`src/atsPkg.sv`:
```
package atsPkg;

  //////////////////////////////////////////////////
  // sizes
  //////////////////////////////////////////////////
  localparam int NUM_CLOCKS = 16;  // default counter count
  localparam int NUM_ALARMS = 24;  // default alarm count
  localparam int COUNT_W    = 16;  // counter width
  localparam int HALF_W     = 16;  // one transfer on ctrlA/ctrlB

  // vector types
  typedef logic [COUNT_W-1:0]  countT;     // count or alarm target
  typedef logic [3:0]          clockIdxT;  // counter select
  typedef logic [4:0]          alarmIdxT;  // alarm select
  typedef logic [1:0]          rateT;      // prescaler rate code
  typedef logic [HALF_W-1:0]   halfT;      // one instruction half
  typedef logic [2*HALF_W-1:0] instrT;     // full instruction

  // rate codes
  localparam rateT RATE_ALL     = 2'd0;  // every cycle
  localparam rateT RATE_HALF    = 2'd1;  // every 2nd cycle
  localparam rateT RATE_QUARTER = 2'd2;  // every 4th cycle
  localparam rateT RATE_BAD     = 2'd3;  // rejected on set counter

  // opcodes, anything else is nacked
  typedef enum logic [2:0] {
    opNop      = 3'b000,
    opSetClock = 3'b001,
    opEnClock  = 3'b010,
    opSetAlarm = 3'b101,
    opEnAlarm  = 3'b111
  } opcodeT;

  //////////////////////////////////////////////////
  // instruction field positions
  //////////////////////////////////////////////////
  localparam int OP_HI   = 31;
  localparam int OP_LO   = 29;
  localparam int CLK_HI  = 28;  // counter index
  localparam int CLK_LO  = 25;
  localparam int ALM_HI  = 28;  // alarm index
  localparam int ALM_LO  = 24;
  localparam int RATE_HI = 23;
  localparam int RATE_LO = 22;
  localparam int FLAG_BIT = 23; // enable or repeat
  localparam int ASG_HI  = 19;  // counter an alarm watches
  localparam int ASG_LO  = 16;
  localparam int VAL_HI  = 15;
  localparam int VAL_LO  = 0;

endpackage

```
`src/instrCapture.sv`:
```
module instrCapture (
  input  logic          clk_2x,
  input  logic          reset,
  input  logic          req,
  input  atsPkg::halfT  half,
  output atsPkg::instrT instr,
  output logic          valid
);
  import atsPkg::*;

  typedef enum logic {
    idle,
    haveTop
  } capStateT;

  capStateT state;
  halfT     topHalf;  // first transfer of the round
  logic     startOk;

  // a round opens with req and a nonzero opcode in the top half
  assign startOk = req && (half[OP_HI-HALF_W:OP_LO-HALF_W] != '0);

  //////////////////////////////////////////////////
  // two word FSM
  //////////////////////////////////////////////////
  always_ff @(posedge clk_2x or posedge reset) begin
    if (reset) begin
      state <= idle;
      valid <= 1'b0;
    end else begin
      valid <= 1'b0;  // one cycle strobe
      case (state)
        idle: begin
          if (startOk) begin
            state <= haveTop;
          end
        end
        haveTop: begin
          // req dropped means the top half is thrown away
          valid <= req;
          state <= idle;  // next top half may follow at once
        end
        default: begin
          state <= idle;
        end
      endcase
    end
  end

  // payload path
  always_ff @(posedge clk_2x) begin
    if ((state == idle) && startOk) begin
      topHalf <= half;  // hold top
    end
    if ((state == haveTop) && req) begin
      instr <= {topHalf, half};  // join with bottom
    end
  end

endmodule

```
`config.mk`:
```
export PLATFORM = sky130hd
export DESIGN_NAME = instrCapture
export DESIGN_NICKNAME = d
export VERILOG_FILES = /design/src/atsPkg.sv /design/src/instrCapture.sv
export SDC_FILE = /design/constraint.sdc
export NUM_CORES = 1
export LEC_CHECK = 0
export BUFFER_PORTS_ARGS = -buffer_cell sky130_fd_sc_hd__clkbuf_2
export CORE_ASPECT_RATIO = 0.7
export CORE_UTILIZATION = 44
export CTS_CLUSTER_DIAMETER = 150
export CTS_CLUSTER_SIZE = 24
export DETAILED_ROUTE_END_ITERATION = 12
export GPL_TIMING_DRIVEN = 0
export PLACE_DENSITY_LB_ADDON = 0.25
export SLEW_MARGIN = 20
export SYNTH_ARGS = -nofsm -noshare
export SYNTH_HDL_FRONTEND = slang
export SYNTH_SLANG_ARGS = --single-unit
```
`constraint.sdc`:
```
create_clock -name clk_2x -period 2.9 [get_ports clk_2x]
set_input_delay 0.58 -clock clk_2x [delete_from_list [all_inputs] [get_ports clk_2x]]
set_output_delay 0.58 -clock clk_2x [all_outputs]
set_load 0.005 [all_outputs]
```
== After elaboration in Yosys (flattened, before gate mapping) ==
Cells that the tools add are included.
Cells by class
  mux-type cells: 3
  bitwise gates (word level): 1
  reduce and logical (&&, ||, !) cells: 4
Operator list (number)
  1-bit logical AND: 3
  3-bit nonzero test: 1
  1-bit two-way mux: 2
  1-bit one-hot mux with 2 select lines: 1
  1-bit inverter: 1
Word-level totals
  register bits: 50

== Logic depth before layout (Yosys ltp) ==
  depth in word-level cells: 4
  depth in mapped cells: 2

== Worst setup path after synthesis ==
Ideal clock, no wire load.
  path type: input port to flip-flop
  start point: input req
  end point: register instr[0], enable pin
  arrival: 1.386 ns
  required time: 2.507 ns
  slack: 1.121 ns
  cell stages on the path: 1
  buffers on the path: 0
  cells stage by stage: and2_1
Between the ends
  cells in the longest elaborated chain, start to end: 1
RTL lines
  from (decl): line instrCapture.sv:4  | input logic req,
  1-bit logical AND: line instrCapture.sv:55  | if ((state == haveTop) && req) begin
  to (signal assigned): line instrCapture.sv:56  | instr <= {topHalf, half};
  to (decl): line instrCapture.sv:6  | output atsPkg::instrT instr,
No other way between the ends.
A chain may end at the register's enable or synchronous reset.

== Worst setup path in the final report ==
  start point: input half[13]
  end point: register topHalf[12], enable pin
Between the ends
  cells in the longest elaborated chain, start to end: 3
RTL lines
  from (decl): line instrCapture.sv:5  | input atsPkg::halfT half,
  3-bit nonzero test: line instrCapture.sv:21  | assign startOk = req && (half[OP_HI-HALF_W:OP_LO-HALF_W] != '0);
  1-bit logical AND: line instrCapture.sv:21
  1-bit logical AND: line instrCapture.sv:52  | if ((state == idle) && startOk) begin
  to (signal assigned): line instrCapture.sv:53  | topHalf <= half;
  to (decl): line instrCapture.sv:17  | halfT topHalf;
No other way between the ends.

==> impl_metrics.csv <==
group,metric,value,unit
outcome,outcome,"completed",
worst_setup_path,start_kind,"primary input",
yosys,synthDistinctLibCells,6,
clocking,numCtsBuffers,5,
finish,diodes,0,
die,die-area,3707,µm²
grt,grt_pass1_vias,649,
yosys,ys_ff_latch,50,
clocking,cts_resized,0,
finish,final_nets,131,
route,via_count,705,
worst_setup_path,setup.worst_path.end_class,"flop",
sta,skew,0.008220,ns
sta,rsz0062_at_grt,"false",
route,drtPass1Iterations,4,
grt,antenna_found_initial,0,
route,ant_nets,0,
clocking,cts.reportedPaths.clkPinSlew,0.08,ns
placement,dpl.cell_count,152,
power_and_ir_drop,peakVddDrop,0.4065,mV
clocking,postCtsSetupRepairBufs,0,
sta,setup_viol,0,
sta,tightest_slew,0.8653,ns
sta,max_freq,648.3,MHz
die,initial_core_util,47.14,%
yosys,synth_area,1524,µm²
die,ioPinCount,52,
die,die_w,72.34,µm
sta,period_share,53.19,%
finish,drive_gt1_share,53.10,%
worst_setup_path,worst_ep_required_time,2.82,ns
worst_setup_path,cp_max_fo,17,
finish,final_common_cell,"clkbuf_2",
grt,grt_use_total,11.32,%
die,die-height,51.24,µm
die,row_count,17,
clocking,clockBufferDepth,2,
clocking,root_buffer,"clkbuf_8",
power_and_ir_drop,power-per-cell-area,652.6,nW/µm²
yosys,postSynthCellCount,54,
placement,place_congestion,0.5875,
grt,grt_overflow_total,0,
sta,drv_slew,0,
finish,fin_cells,160,
yosys,synthTopCellsByArea,"edfxtp_1, dfrtp_1, nor3b_2",
grt,grt_max_degree,34,
route,wl_per_cell,12.03,µm
clocking,clk_latency,0.29,ns
route,wl,1925,µm
sta,relSlewSlack,42.25,%
clocking,postCtsHoldBufs,0,
run,drv_cap,0,
yosys,yosys_warnings,0,
yosys,syn_nets,73,
yosys,ys_seq_area_share,97.87,%
route,route.detailed.drc,0,
yosys,syn_avg_cell_area,28.22,µm²
finish,areaGrowthSynthToFinish,26.44,%
route,drt_iter0_markers,46,
clocking,htree_num_levels,2,
clocking,cts.sinks,50,
worst_setup_path,arrival,1.46,ns
route,viasPerCell,4.406,
worst_hold_path,hold_class,"in -> async",
worst_setup_path,critical_path_class,"in -> reg",
sta,finalSetupTns,0,ns
clocking,cts_tree,"yes",
die,coreArea,3233,µm²
grt,grt_pass1_wl,2884,µm
finish,mostFrequentLayoutCells,"clkbuf_2, edfxtp_1, clkbuf_8",
placement,port_buffers,51,
sta,fin_crit,1.543,ns
power_and_ir_drop,p_leak,0.7440,nW
yosys,netlist.top_cell.by_area,"edfxtp_1",
sta,hold_viol,0,
finish,nFillCells,277,
yosys,synth_top_area_share,94.58,%
[path summary, 6_finish.rpt]
| check | slack (ns) | from | cells past startpoint | endpoint |
|---|---|---|---|---|
| max | 1.36 | half[13] | 3 | topHalf[12]$_DFFE_PP_ |
| min | 0.10 | reset | 2 | state$_DFF_PP0_ |
| max reg2reg | 1.37 | state$_DFF_PP0_ | 1 | topHalf[12]$_DFFE_PP_ |
| min reg2reg | 0.41 | topHalf[6]$_DFFE_PP_ | 0 | instr[22]$_DFFE_PP_ |
| max in group asynchronous | 2.69 | reset | 2 | valid$_DFF_PP0_ |
| min in group clk_2x | 0.41 | topHalf[6]$_DFFE_PP_ | 0 | instr[22]$_DFFE_PP_ |
[stage by stage]
stage	setup slack (ns)	util (%)	total power (W)	hold slack, ns	area, µm²
floorplan	1.121	-	0.0008721	0.3212	1524
global placement	0.6749	56.85	0.0009083	0.4012	1838
detailed placement	1.014	57.08	0.0009124	0.4045	1846
CTS	1.330	59.60	0.001273	0.09126	1927
global route	1.248	59.60	0.001305	0.09373	1927
finish	1.357	59.60	0.001257	0.1029	1927
[cells in the mapped netlist, drive strengths merged]
cell,count
edfxtp,48
dfrtp,2
and2,1
inv,1
nor3,1
nor3b,1
[metal layers]
layer	up-vias	GRT usage, %	routed length [µm]
met5	-	0	0
met4	0	5.882	16
met3	2	5.720	186
met2	32	18.07	987
met1	341	12.52	735
li1	330	-	-
[registers in the layout (all words and copies together) (netlist names)]
name	flops
state	1
topHalf	16
valid	1
instr	32
[cell type report]
type                       count  area (µm²)  share of cell area [%]
tap                           47       58.81                   3.052
clock buffer                   6       72.57                   3.766
inverter                       1       3.754                  0.1948
timing repair buffer          51       255.2                   13.25
sequential                    50        1491                   77.40
clock inverter                 2       8.758                  0.4545
multi-input combinational      3       36.28                   1.883
[worst max-delay path, stage by stage]
cell and delay (ns):
clkbuf_2 0.11, nor3_2 0.06, nor3b_4 0.71
[cell families (layout without fill, tap and decap cells)]
family / count (synthesis) / in the layout / synth area share, %
simple gates: 3 / 3 / 1.888
flops: 50 / 50 / 97.87
buf+inv: 1 / 60 / 0.2461
[power breakdown]
| part | internal (W) | switching, W |
|---|---|---|
| registers | 0.000832 | 0.00000826 |
| logic | 0.0000220 | 0.0000310 |
| clock network | 0.000166 | 0.000198 |
| total | 0.00102 | 0.000238 |
No activity file was read; power rests on OpenSTA's default activity.
