===== config.mk =====
export PLATFORM = sky130hd
export DESIGN_NAME = cmdArbiter_flat
export DESIGN_NICKNAME = d
export VERILOG_FILES = /design/src/atsPkg.sv /design/src/atsCmdIf.sv /design/src/cmdArbiter.sv /design/src/flat_wrapper.sv
export SDC_FILE = /design/constraint.sdc
export NUM_CORES = 1
export LEC_CHECK = 0
export BUFFER_PORTS_ARGS = -buffer_cell sky130_fd_sc_hd__buf_2
export CAP_MARGIN = 20
export CORE_ASPECT_RATIO = 1.2
export CORE_MARGIN = 3
export CORE_UTILIZATION = 28
export CTS_BUF_LIST = sky130_fd_sc_hd__clkbuf_4
export CTS_CLUSTER_SIZE = 30
export DETAILED_ROUTE_END_ITERATION = 16
export GPL_TIMING_DRIVEN = 0
export PLACE_DENSITY_LB_ADDON = 0.1
export SYNTH_ARGS = -nofsm -noshare
export SYNTH_HDL_FRONTEND = slang
export SYNTH_SLANG_ARGS = --single-unit

===== constraint.sdc =====
create_clock -name clk_2x -period 1.05 [get_ports clk_2x]
set_input_delay 0.0525 -clock clk_2x [delete_from_list [all_inputs] [get_ports clk_2x]]
set_output_delay 0.0525 -clock clk_2x [all_outputs]
set_load 0.02 [all_outputs]

===== src/atsPkg.sv =====
package atsPkg;

  //////////////////////////////////////////////////
  // sizes
  //////////////////////////////////////////////////
  localparam int NUM_CLOCKS = 16;  // default counter count
  localparam int NUM_ALARMS = 24;  // default alarm count
  localparam int COUNT_W    = 16;  // counter width
  localparam int HALF_W     = 16;  // one transfer on ctrlA/ctrlB

  // vector types
  typedef logic [COUNT_W-1:0]  countT;     // count or alarm target
  typedef logic [3:0]          clockIdxT;  // counter select
  typedef logic [4:0]          alarmIdxT;  // alarm select
  typedef logic [1:0]          rateT;      // prescaler rate code
  typedef logic [HALF_W-1:0]   halfT;      // one instruction half
  typedef logic [2*HALF_W-1:0] instrT;     // full instruction

  // rate codes
  localparam rateT RATE_ALL     = 2'd0;  // every cycle
  localparam rateT RATE_HALF    = 2'd1;  // every 2nd cycle
  localparam rateT RATE_QUARTER = 2'd2;  // every 4th cycle
  localparam rateT RATE_BAD     = 2'd3;  // rejected on set counter

  // opcodes, anything else is nacked
  typedef enum logic [2:0] {
    opNop      = 3'b000,
    opSetClock = 3'b001,
    opEnClock  = 3'b010,
    opSetAlarm = 3'b101,
    opEnAlarm  = 3'b111
  } opcodeT;

  //////////////////////////////////////////////////
  // instruction field positions
  //////////////////////////////////////////////////
  localparam int OP_HI   = 31;
  localparam int OP_LO   = 29;
  localparam int CLK_HI  = 28;  // counter index
  localparam int CLK_LO  = 25;
  localparam int ALM_HI  = 28;  // alarm index
  localparam int ALM_LO  = 24;
  localparam int RATE_HI = 23;
  localparam int RATE_LO = 22;
  localparam int FLAG_BIT = 23; // enable or repeat
  localparam int ASG_HI  = 19;  // counter an alarm watches
  localparam int ASG_LO  = 16;
  localparam int VAL_HI  = 15;
  localparam int VAL_LO  = 0;

endpackage


===== src/atsCmdIf.sv =====
// one decoded command per client, arbiter to both banks
interface atsCmdIf;
  import atsPkg::*;

  logic     wr;        // acked write strobe
  opcodeT   op;        // opNop when not acked
  clockIdxT clockIdx;  // target counter
  alarmIdxT alarmIdx;  // target alarm
  rateT     rate;      // set counter only
  logic     flag;      // enable or repeat bit
  clockIdxT asgClk;    // counter watched by alarm
  countT    value;     // load value or target

  // arbiter side
  modport master (
    output wr, op, clockIdx, alarmIdx,
    output rate, flag, asgClk, value
  );

  // bank side
  modport slave (
    input wr, op, clockIdx, alarmIdx,
    input rate, flag, asgClk, value
  );

endinterface


===== src/cmdArbiter.sv =====
module cmdArbiter (
  input  logic          clk_2x,
  input  logic          reset,
  input  atsPkg::instrT instrA,
  input  logic          validA,
  input  atsPkg::instrT instrB,
  input  logic          validB,
  output logic          ready,
  output logic [1:0]    stat,
  atsCmdIf.master       cmdA,
  atsCmdIf.master       cmdB
);
  import atsPkg::*;

  opcodeT opA, opB;
  logic   cntA, cntB;  // counter class
  logic   almA, almB;  // alarm class
  logic   conflict;
  logic   ackA, ackB;

  //////////////////////////////////////////////////
  // decode helpers
  //////////////////////////////////////////////////
  function automatic opcodeT opOf(instrT ins);
    return opcodeT'(ins[OP_HI:OP_LO]);
  endfunction

  function automatic logic isCnt(opcodeT op);
    return (op == opSetClock) || (op == opEnClock);
  endfunction

  function automatic logic isAlm(opcodeT op);
    return (op == opSetAlarm) || (op == opEnAlarm);
  endfunction

  // legal opcode with legal fields
  function automatic logic fieldsOk(instrT ins);
    opcodeT op;
    op = opOf(ins);
    if (isCnt(op)) begin
      return !((op == opSetClock) && (rateT'(ins[RATE_HI:RATE_LO]) == RATE_BAD));
    end
    if (isAlm(op)) begin
      return alarmIdxT'(ins[ALM_HI:ALM_LO]) < NUM_ALARMS;  // 24 and up rejected
    end
    return 1'b0;  // 000, 011, 100, 110
  endfunction

  assign opA  = opOf(instrA);
  assign opB  = opOf(instrB);
  assign cntA = isCnt(opA);
  assign cntB = isCnt(opB);
  assign almA = isAlm(opA);
  assign almB = isAlm(opB);

  // same class and same index nacks both sides
  assign conflict = validA && validB &&
                    ((cntA && cntB && (instrA[CLK_HI:CLK_LO] == instrB[CLK_HI:CLK_LO])) ||
                     (almA && almB && (instrA[ALM_HI:ALM_LO] == instrB[ALM_HI:ALM_LO])));

  assign ackA = validA && fieldsOk(instrA) && !conflict;
  assign ackB = validB && fieldsOk(instrB) && !conflict;

  //////////////////////////////////////////////////
  // command buses, applied by the banks at N+2
  //////////////////////////////////////////////////
  assign cmdA.wr       = ackA;
  assign cmdA.op       = ackA ? opA : opNop;
  assign cmdA.clockIdx = instrA[CLK_HI:CLK_LO];
  assign cmdA.alarmIdx = instrA[ALM_HI:ALM_LO];
  assign cmdA.rate     = instrA[RATE_HI:RATE_LO];
  assign cmdA.flag     = instrA[FLAG_BIT];
  assign cmdA.asgClk   = instrA[ASG_HI:ASG_LO];
  assign cmdA.value    = instrA[VAL_HI:VAL_LO];

  assign cmdB.wr       = ackB;
  assign cmdB.op       = ackB ? opB : opNop;
  assign cmdB.clockIdx = instrB[CLK_HI:CLK_LO];
  assign cmdB.alarmIdx = instrB[ALM_HI:ALM_LO];
  assign cmdB.rate     = instrB[RATE_HI:RATE_LO];
  assign cmdB.flag     = instrB[FLAG_BIT];
  assign cmdB.asgClk   = instrB[ASG_HI:ASG_LO];
  assign cmdB.value    = instrB[VAL_HI:VAL_LO];

  // status out, same edge as the writes
  always_ff @(posedge clk_2x or posedge reset) begin
    if (reset) begin
      ready <= 1'b0;
      stat  <= 2'b00;
    end else begin
      ready <= validA || validB;  // idle client still gets ack 0
      stat  <= {ackB, ackA};
    end
  end

endmodule


===== src/flat_wrapper.sv =====
// flat-port wrapper written by rule: the top's interface ports become plain ports
module cmdArbiter_flat import atsPkg::*;
  (clk_2x, reset, instrA, validA, instrB, validB, ready, stat, cmdA_wr, cmdA_op, cmdA_clockIdx, cmdA_alarmIdx, cmdA_rate, cmdA_flag, cmdA_asgClk, cmdA_value, cmdB_wr, cmdB_op, cmdB_clockIdx, cmdB_alarmIdx, cmdB_rate, cmdB_flag, cmdB_asgClk, cmdB_value);
  atsCmdIf cmdA_i ();
  atsCmdIf cmdB_i ();
  input  logic clk_2x;
  input  logic reset;
  input  atsPkg::instrT instrA;
  input  logic validA;
  input  atsPkg::instrT instrB;
  input  logic validB;
  output logic ready;
  output logic [1:0] stat;
  output wire logic [$bits(cmdA_i.wr)-1:0] cmdA_wr;
  output wire logic [$bits(cmdA_i.op)-1:0] cmdA_op;
  output wire logic [$bits(cmdA_i.clockIdx)-1:0] cmdA_clockIdx;
  output wire logic [$bits(cmdA_i.alarmIdx)-1:0] cmdA_alarmIdx;
  output wire logic [$bits(cmdA_i.rate)-1:0] cmdA_rate;
  output wire logic [$bits(cmdA_i.flag)-1:0] cmdA_flag;
  output wire logic [$bits(cmdA_i.asgClk)-1:0] cmdA_asgClk;
  output wire logic [$bits(cmdA_i.value)-1:0] cmdA_value;
  output wire logic [$bits(cmdB_i.wr)-1:0] cmdB_wr;
  output wire logic [$bits(cmdB_i.op)-1:0] cmdB_op;
  output wire logic [$bits(cmdB_i.clockIdx)-1:0] cmdB_clockIdx;
  output wire logic [$bits(cmdB_i.alarmIdx)-1:0] cmdB_alarmIdx;
  output wire logic [$bits(cmdB_i.rate)-1:0] cmdB_rate;
  output wire logic [$bits(cmdB_i.flag)-1:0] cmdB_flag;
  output wire logic [$bits(cmdB_i.asgClk)-1:0] cmdB_asgClk;
  output wire logic [$bits(cmdB_i.value)-1:0] cmdB_value;
  assign cmdA_wr = cmdA_i.wr;
  assign cmdA_op = cmdA_i.op;
  assign cmdA_clockIdx = cmdA_i.clockIdx;
  assign cmdA_alarmIdx = cmdA_i.alarmIdx;
  assign cmdA_rate = cmdA_i.rate;
  assign cmdA_flag = cmdA_i.flag;
  assign cmdA_asgClk = cmdA_i.asgClk;
  assign cmdA_value = cmdA_i.value;
  assign cmdB_wr = cmdB_i.wr;
  assign cmdB_op = cmdB_i.op;
  assign cmdB_clockIdx = cmdB_i.clockIdx;
  assign cmdB_alarmIdx = cmdB_i.alarmIdx;
  assign cmdB_rate = cmdB_i.rate;
  assign cmdB_flag = cmdB_i.flag;
  assign cmdB_asgClk = cmdB_i.asgClk;
  assign cmdB_value = cmdB_i.value;
  cmdArbiter u_core (.clk_2x(clk_2x), .reset(reset), .instrA(instrA), .validA(validA), .instrB(instrB), .validB(validB), .ready(ready), .stat(stat), .cmdA(cmdA_i), .cmdB(cmdB_i));
endmodule

# Word-level counts from Yosys, hierarchy flattened
# Cells that the tools add are included.
[classes]
n_eq_ne = 12
order_cmp = 2
mux = 16
n_reduce_logical = 21
[ops]
columns = ["operator", "n"]
rows = [
  ["$mux 1", 14],
  ["$eq 3x3->1 const B", 4],
  ["$logic_and 1x1->1", 12],
  ["$lt 5x5->1 const B", 2],
  ["$eq 3x1->1 const B", 2],
  ["$eq 3x2->1 const B", 2],
  ["$logic_or 1x1->1", 6],
  ["$mux 3", 2],
  ["$eq 5x5->1", 1],
  ["$eq 2x2->1 const B", 2],
  ["$eq 4x4->1", 1],
  ["$logic_not 1->1", 3],
]
[totals]
ff_bits = 3
in_bits = 68
out_inout_bits = 75

# Longest topological paths before layout
[depth]
ltp_word = 10
depth_mapped = 6
depth_no_buf = 5

# Least setup slack after synthesis
# No wires, ideal clock.
[synth_timing]
path_type = "input to register"
from = "input instrB[30]"
to = "register u_core.stat[1]"
arrival_time_ns = 1.233
cell_stages = 6
path_slack_ns = -0.374
setup_time_ns = 0.190
cell_sequence = "xor2_1 > nand2b_1 > o32ai_1 > and3_1 > buf_4 > a211oi_1"
[synth_between]
elab_chain_len = 9
[synth_lines]
columns = ["item", "line", "text"]
rows = [
  ["start, declared", "flat_wrapper.sv:10", "input atsPkg::instrT instrB;"],
  ["$eq 3x1->1", "cmdArbiter.sv:29, cmdArbiter.sv:41", ""],
  ["$logic_and 1x1->1", "cmdArbiter.sv:41", "return !((op == opSetClock) && (rateT'(ins[RATE_HI:RATE_LO]) == RATE_BAD));"],
  ["$logic_not 1->1", "cmdArbiter.sv:41", ""],
  ["$mux 1", "cmdArbiter.sv:40", "if (isCnt(op)) begin"],
  ["$mux 1", "cmdArbiter.sv:43", "if (isAlm(op)) begin"],
  ["$mux 1", "cmdArbiter.sv:46", "return 1'b0;"],
  ["$mux 1", "cmdArbiter.sv:43", ""],
  ["$logic_and 1x1->1", "cmdArbiter.sv:62", "assign ackB = validB && fieldsOk(instrB) && !conflict;"],
  ["$logic_and 1x1->1 (*)", "cmdArbiter.sv:62", ""],
  ["named net cmdB_wr", "flat_wrapper.sv:22", "output wire logic [$bits(cmdB_i.wr)-1:0] cmdB_wr;"],
  ["end signal, assigned", "cmdArbiter.sv:92", "stat <= {ackB, ackA};"],
  ["end, declared", "cmdArbiter.sv:9", "output logic [1:0] stat,"],
]
# Mark *: on every way through the listed nets, which the timed path passes. The rest lies on a longest branch. The select of a mux whose other input is x is not followed.

# Final worst setup path
[layout_timing]
from = "input instrB[30]"
to = "output cmdA_op[1]"
[layout_between]
elab_chain_len = 9
[layout_lines]
columns = ["item", "line", "text"]
rows = [
  ["$eq 3x1->1 (tied with other cells)", "cmdArbiter.sv:29", "return (op == opSetClock) || (op == opEnClock);"],
  ["$logic_or 1x1->1, on equally long branches", "cmdArbiter.sv:29, cmdArbiter.sv:33", ""],
  ["$logic_and 1x1->1, on equally long branches (2 in series)", "cmdArbiter.sv:58, cmdArbiter.sv:59", ""],
  ["$logic_or 1x1->1 (*)", "cmdArbiter.sv:58", "((cntA && cntB && (instrA[CLK_HI:CLK_LO] == instrB[CLK_HI:CLK_LO])) ||"],
  ["$logic_and 1x1->1 (*)", "cmdArbiter.sv:57", "assign conflict = validA && validB &&"],
  ["$logic_not 1->1 (*)", "cmdArbiter.sv:61", "assign ackA = validA && fieldsOk(instrA) && !conflict;"],
  ["$logic_and 1x1->1 (*)", "cmdArbiter.sv:61", ""],
  ["$mux 3 (*)", "cmdArbiter.sv:68", "assign cmdA.op = ackA ? opA : opNop;"],
  ["end, declared", "flat_wrapper.sv:15", "output wire logic [$bits(cmdA_i.op)-1:0] cmdA_op;"],
]
# Mark *: on every way between the ends. The rest lies on a longest branch, timed or not.

==> metrics.cfg <==
[run_status]
status = finished, violations left
failing_checks = negative setup slack

[synthesis]
yosys.area.top_type = sky130_fd_sc_hd__buf_4
asyncSetResetFlopFracSynth_pct = 100
synthDominantCellAreaShare_pct = 60.1
syn-cell-area_um2 = 812
number_of_instances_in_the_synthesized_netlist = 109
ys_seq_area_share_pct = 9.24
netlist_top_cells_count = sky130_fd_sc_hd__buf_4, sky130_fd_sc_hd__inv_1, sky130_fd_sc_hd__o21ai_0
synth_area_leaders = sky130_fd_sc_hd__buf_4, sky130_fd_sc_hd__dfrtp_1, sky130_fd_sc_hd__xor2_1
synthDistinctLibCells = 23
post-synth-top-count-cell = sky130_fd_sc_hd__buf_4
avgSynthCellArea_um2 = 7.45
synth_edf_count = 0
mappedNetlistNets = 177
synth.yosys.warnings = 0
ys_ff_latch = 3
synth_ff_type = sky130_fd_sc_hd__dfrtp_1

[critical_path]
worst_ep_required_time_ns = 1.00
start_kind = primary input
path_class = in -> out
critical_path.max_fanout = 4
crit_arrival_ns = 1.29
setup.worst_path.end_class = primary output

[die]
boundaryPins = 143
vertical_extent_of_the_die_um = 65.0
core_region_area_um2 = 2650
die_area_um2 = 3580
die_x_um = 55.2
placementRows = 20
starting_density_of_the_core_pct = 30.6

[timing]
count_of_final_hold_check_violations = 0
worst_slack_ns = -0.293
worst_slew_margin_rel_pct = 59.0
timing_worst_slew_pin_value_ns = 0.612
rsz0062_at_grt = yes
post_layout_minimum_cycle_time_ns = 1.34
slew_viol_final = 0
setup_viol = 9
final.period_utilization_pct = 128
maximum_achievable_frequency_mhz = 745

[clock_network]
cts_max_path_buffers = 2
ctsHtreeMaxLevel = 1
cts.sinks = 3
tritoncts = built
cts_root_buf = sky130_fd_sc_hd__clkbuf_4
clk_transition_reported_paths_ns = 0.04
cts_made_buffers = 3

[route]
route.vias.total = 1040
routed_wire_length_per_instance_um = 12.2
drt-vias-per-instance = 4.13
detail_route.wirelength_um = 3070
antenna_violating_nets_post_route = 0
route.detailed.drc = 0
drt_pass1_iterations = 4
detail_route.iter0.violations = 18

[min_path]
hold_class = in -> reg
hold_path.startpoint = validB
min_path_cells = 2
hold_path_end = u_core.ready

[global_route]
globalRoute.totalOverflow = 0
grt_pass1_vias = 1115
grt.met1_usage_pct = 15.9
largest_net_degree_at_the_start_of_global_routing = 7
groute.layer.met3.usage_pct = 5.06
grt_first_pass_wirelength_um = 4690
global_route.usage.total_pct = 17.1
met2_track_utilization_from_global_routing_pct = 33.3
antenna_violations_before_repair = 0
global_route.peak_usage_layer = met2

[power_and_ir_drop]
power.total_mw = 1.10
ir_drop_mv = 0.349
power.share.clock_pct = 20.9
comb_power_share_pct = 67.7
power.static_leakage_nw = 0.925
power.switching_mw = 0.441
netSwitchingFraction_pct = 40.1
seq_power_share_pct = 11.4
intPower_mw = 0.658
pd_cells_nw_per_um2 = 691

[finish]
fin_nets = 288
final_util_pct = 60.0
syn_to_final_growth_pct = 95.8
drive_gt1_share_pct = 84.9
diodes = 0

[flow_run]
cap_violations = 0

[place]
numPortBuffers = 98
gpl.final_weighted_congestion = 0.716
post-dp-hpwl_um = 2720

## final cells by class
type | instances | area [um^2]
Timing Repair Buffer | 107 | 636
Buffer | 64 | 480
Fill cell | 267 | 1060
Multi-Input combinational cell | 36 | 309
Sequential cell | 3 | 75.1
Inverter | 5 | 18.8
Tap cell | 33 | 41.3
Clock buffer | 4 | 30.0
## logic make-up (layout without fill, tap and decap cells)
family / count (synthesis) / count (layout) / share of synthesized area (%)
AOI/OAI and AO/OA: 14 / 14 / 11.7
buffers and inverters: 70 / 180 / 62.4
DFF: 3 / 3 / 9.24
xor gates and xnor gates: 4 / 4 / 4.32
and+or+nand+nor: 18 / 18 / 12.3
## stage by stage
stage | setup WS, ns | setup TNS (ns) | hold slack (ns) | cell area (um^2) | std cells
4_1_cts | -0.253 | -1.72 | 0.0850 | 1580 | 252
5_1_grt | -0.339 | -2.60 | 0.0893 | 1590 | 252
3_3_place_gp | -0.458 | -2.96 | -0.0859 | 1380 | 240
6_report | -0.293 | -2.14 | 0.0883 | 1590 | 252
3_5_place_dp | -0.469 | -3.04 | -0.0723 | 1380 | 240
2_1_floorplan | -0.129 | -0.445 | -0.194 | 852 | 109
## worst max path at each step
stage / start / endpoint / slack (ns)
2_1_floorplan: instrB[29] / cmdA_op[1] / -0.13
3_3_place_gp: instrB[29] / cmdA_op[1] / -0.46
3_5_place_dp: instrB[29] / cmdA_op[1] / -0.47
4_1_cts: instrB[29] / cmdA_op[1] / -0.25
5_1_grt: instrB[30] / cmdA_op[1] / -0.34
6_report: instrB[30] / cmdA_op[1] / -0.29
## power by group through the flow
stage | clock [mW] | sequential [mW] | combinational [mW]
finish | 0.230 | 0.125 | 0.744
detailed placement | 0 | 0.127 | 0.680
floorplan | 0 | 0.136 | 0.447
CTS | 0.240 | 0.125 | 0.740
global placement | 0 | 0.126 | 0.675
global route | 0.261 | 0.126 | 0.803
## layout by cell type (no fill, tap or decap), drive strengths merged
cell type and instances:
o31ai 1, a21boi 1, and3 1, nor2 2, o32ai 1, or2 1, dlygate4sd3 1, xnor2 1
nand2 3, nand4 1, o22ai 1, clkbuf 4, xor2 3, a211oi 2, dfrtp 3, a222oi 1
nand3 2, nor3b 2, buf 170, inv 5, and4b 1, o21ai 5, nand2b 2, nor3 3
o211ai 2
## state kept, by name, indices dropped and copies added, names as in the netlist
| signal | count |
|---|---|
| u_core.ready | 1 |
| u_core.stat | 2 |
## routing by layer
layer  vias to the layer above  share of wire [%]  wire length [um]
met5                         -                  0                 0
met4                         0                1.2                38
met3                         4                 12               364
met2                        71                 58              1770
met1                       450                 29               892
li1                        515                  -                 -
## critical path, cell delays in order
cell	delay (ns)
sky130_fd_sc_hd__buf_8	0.10
sky130_fd_sc_hd__xor2_1	0.16
sky130_fd_sc_hd__nand2b_1	0.11
sky130_fd_sc_hd__o32ai_2	0.27
sky130_fd_sc_hd__and3_4	0.24
sky130_fd_sc_hd__and4b_2	0.23
sky130_fd_sc_hd__buf_6	0.13
## timing repair
item | CTS | global route
endpoints found under the hold margin | 3 | 0
hold buffers | 1 | 0
gates resized for setup | 25 | 4
pin swaps | 10 | 3
buffers inserted | 7 | 2
endpoints found under the setup margin | 8 | 9
No activity file was read; power rests on OpenSTA's default activity.
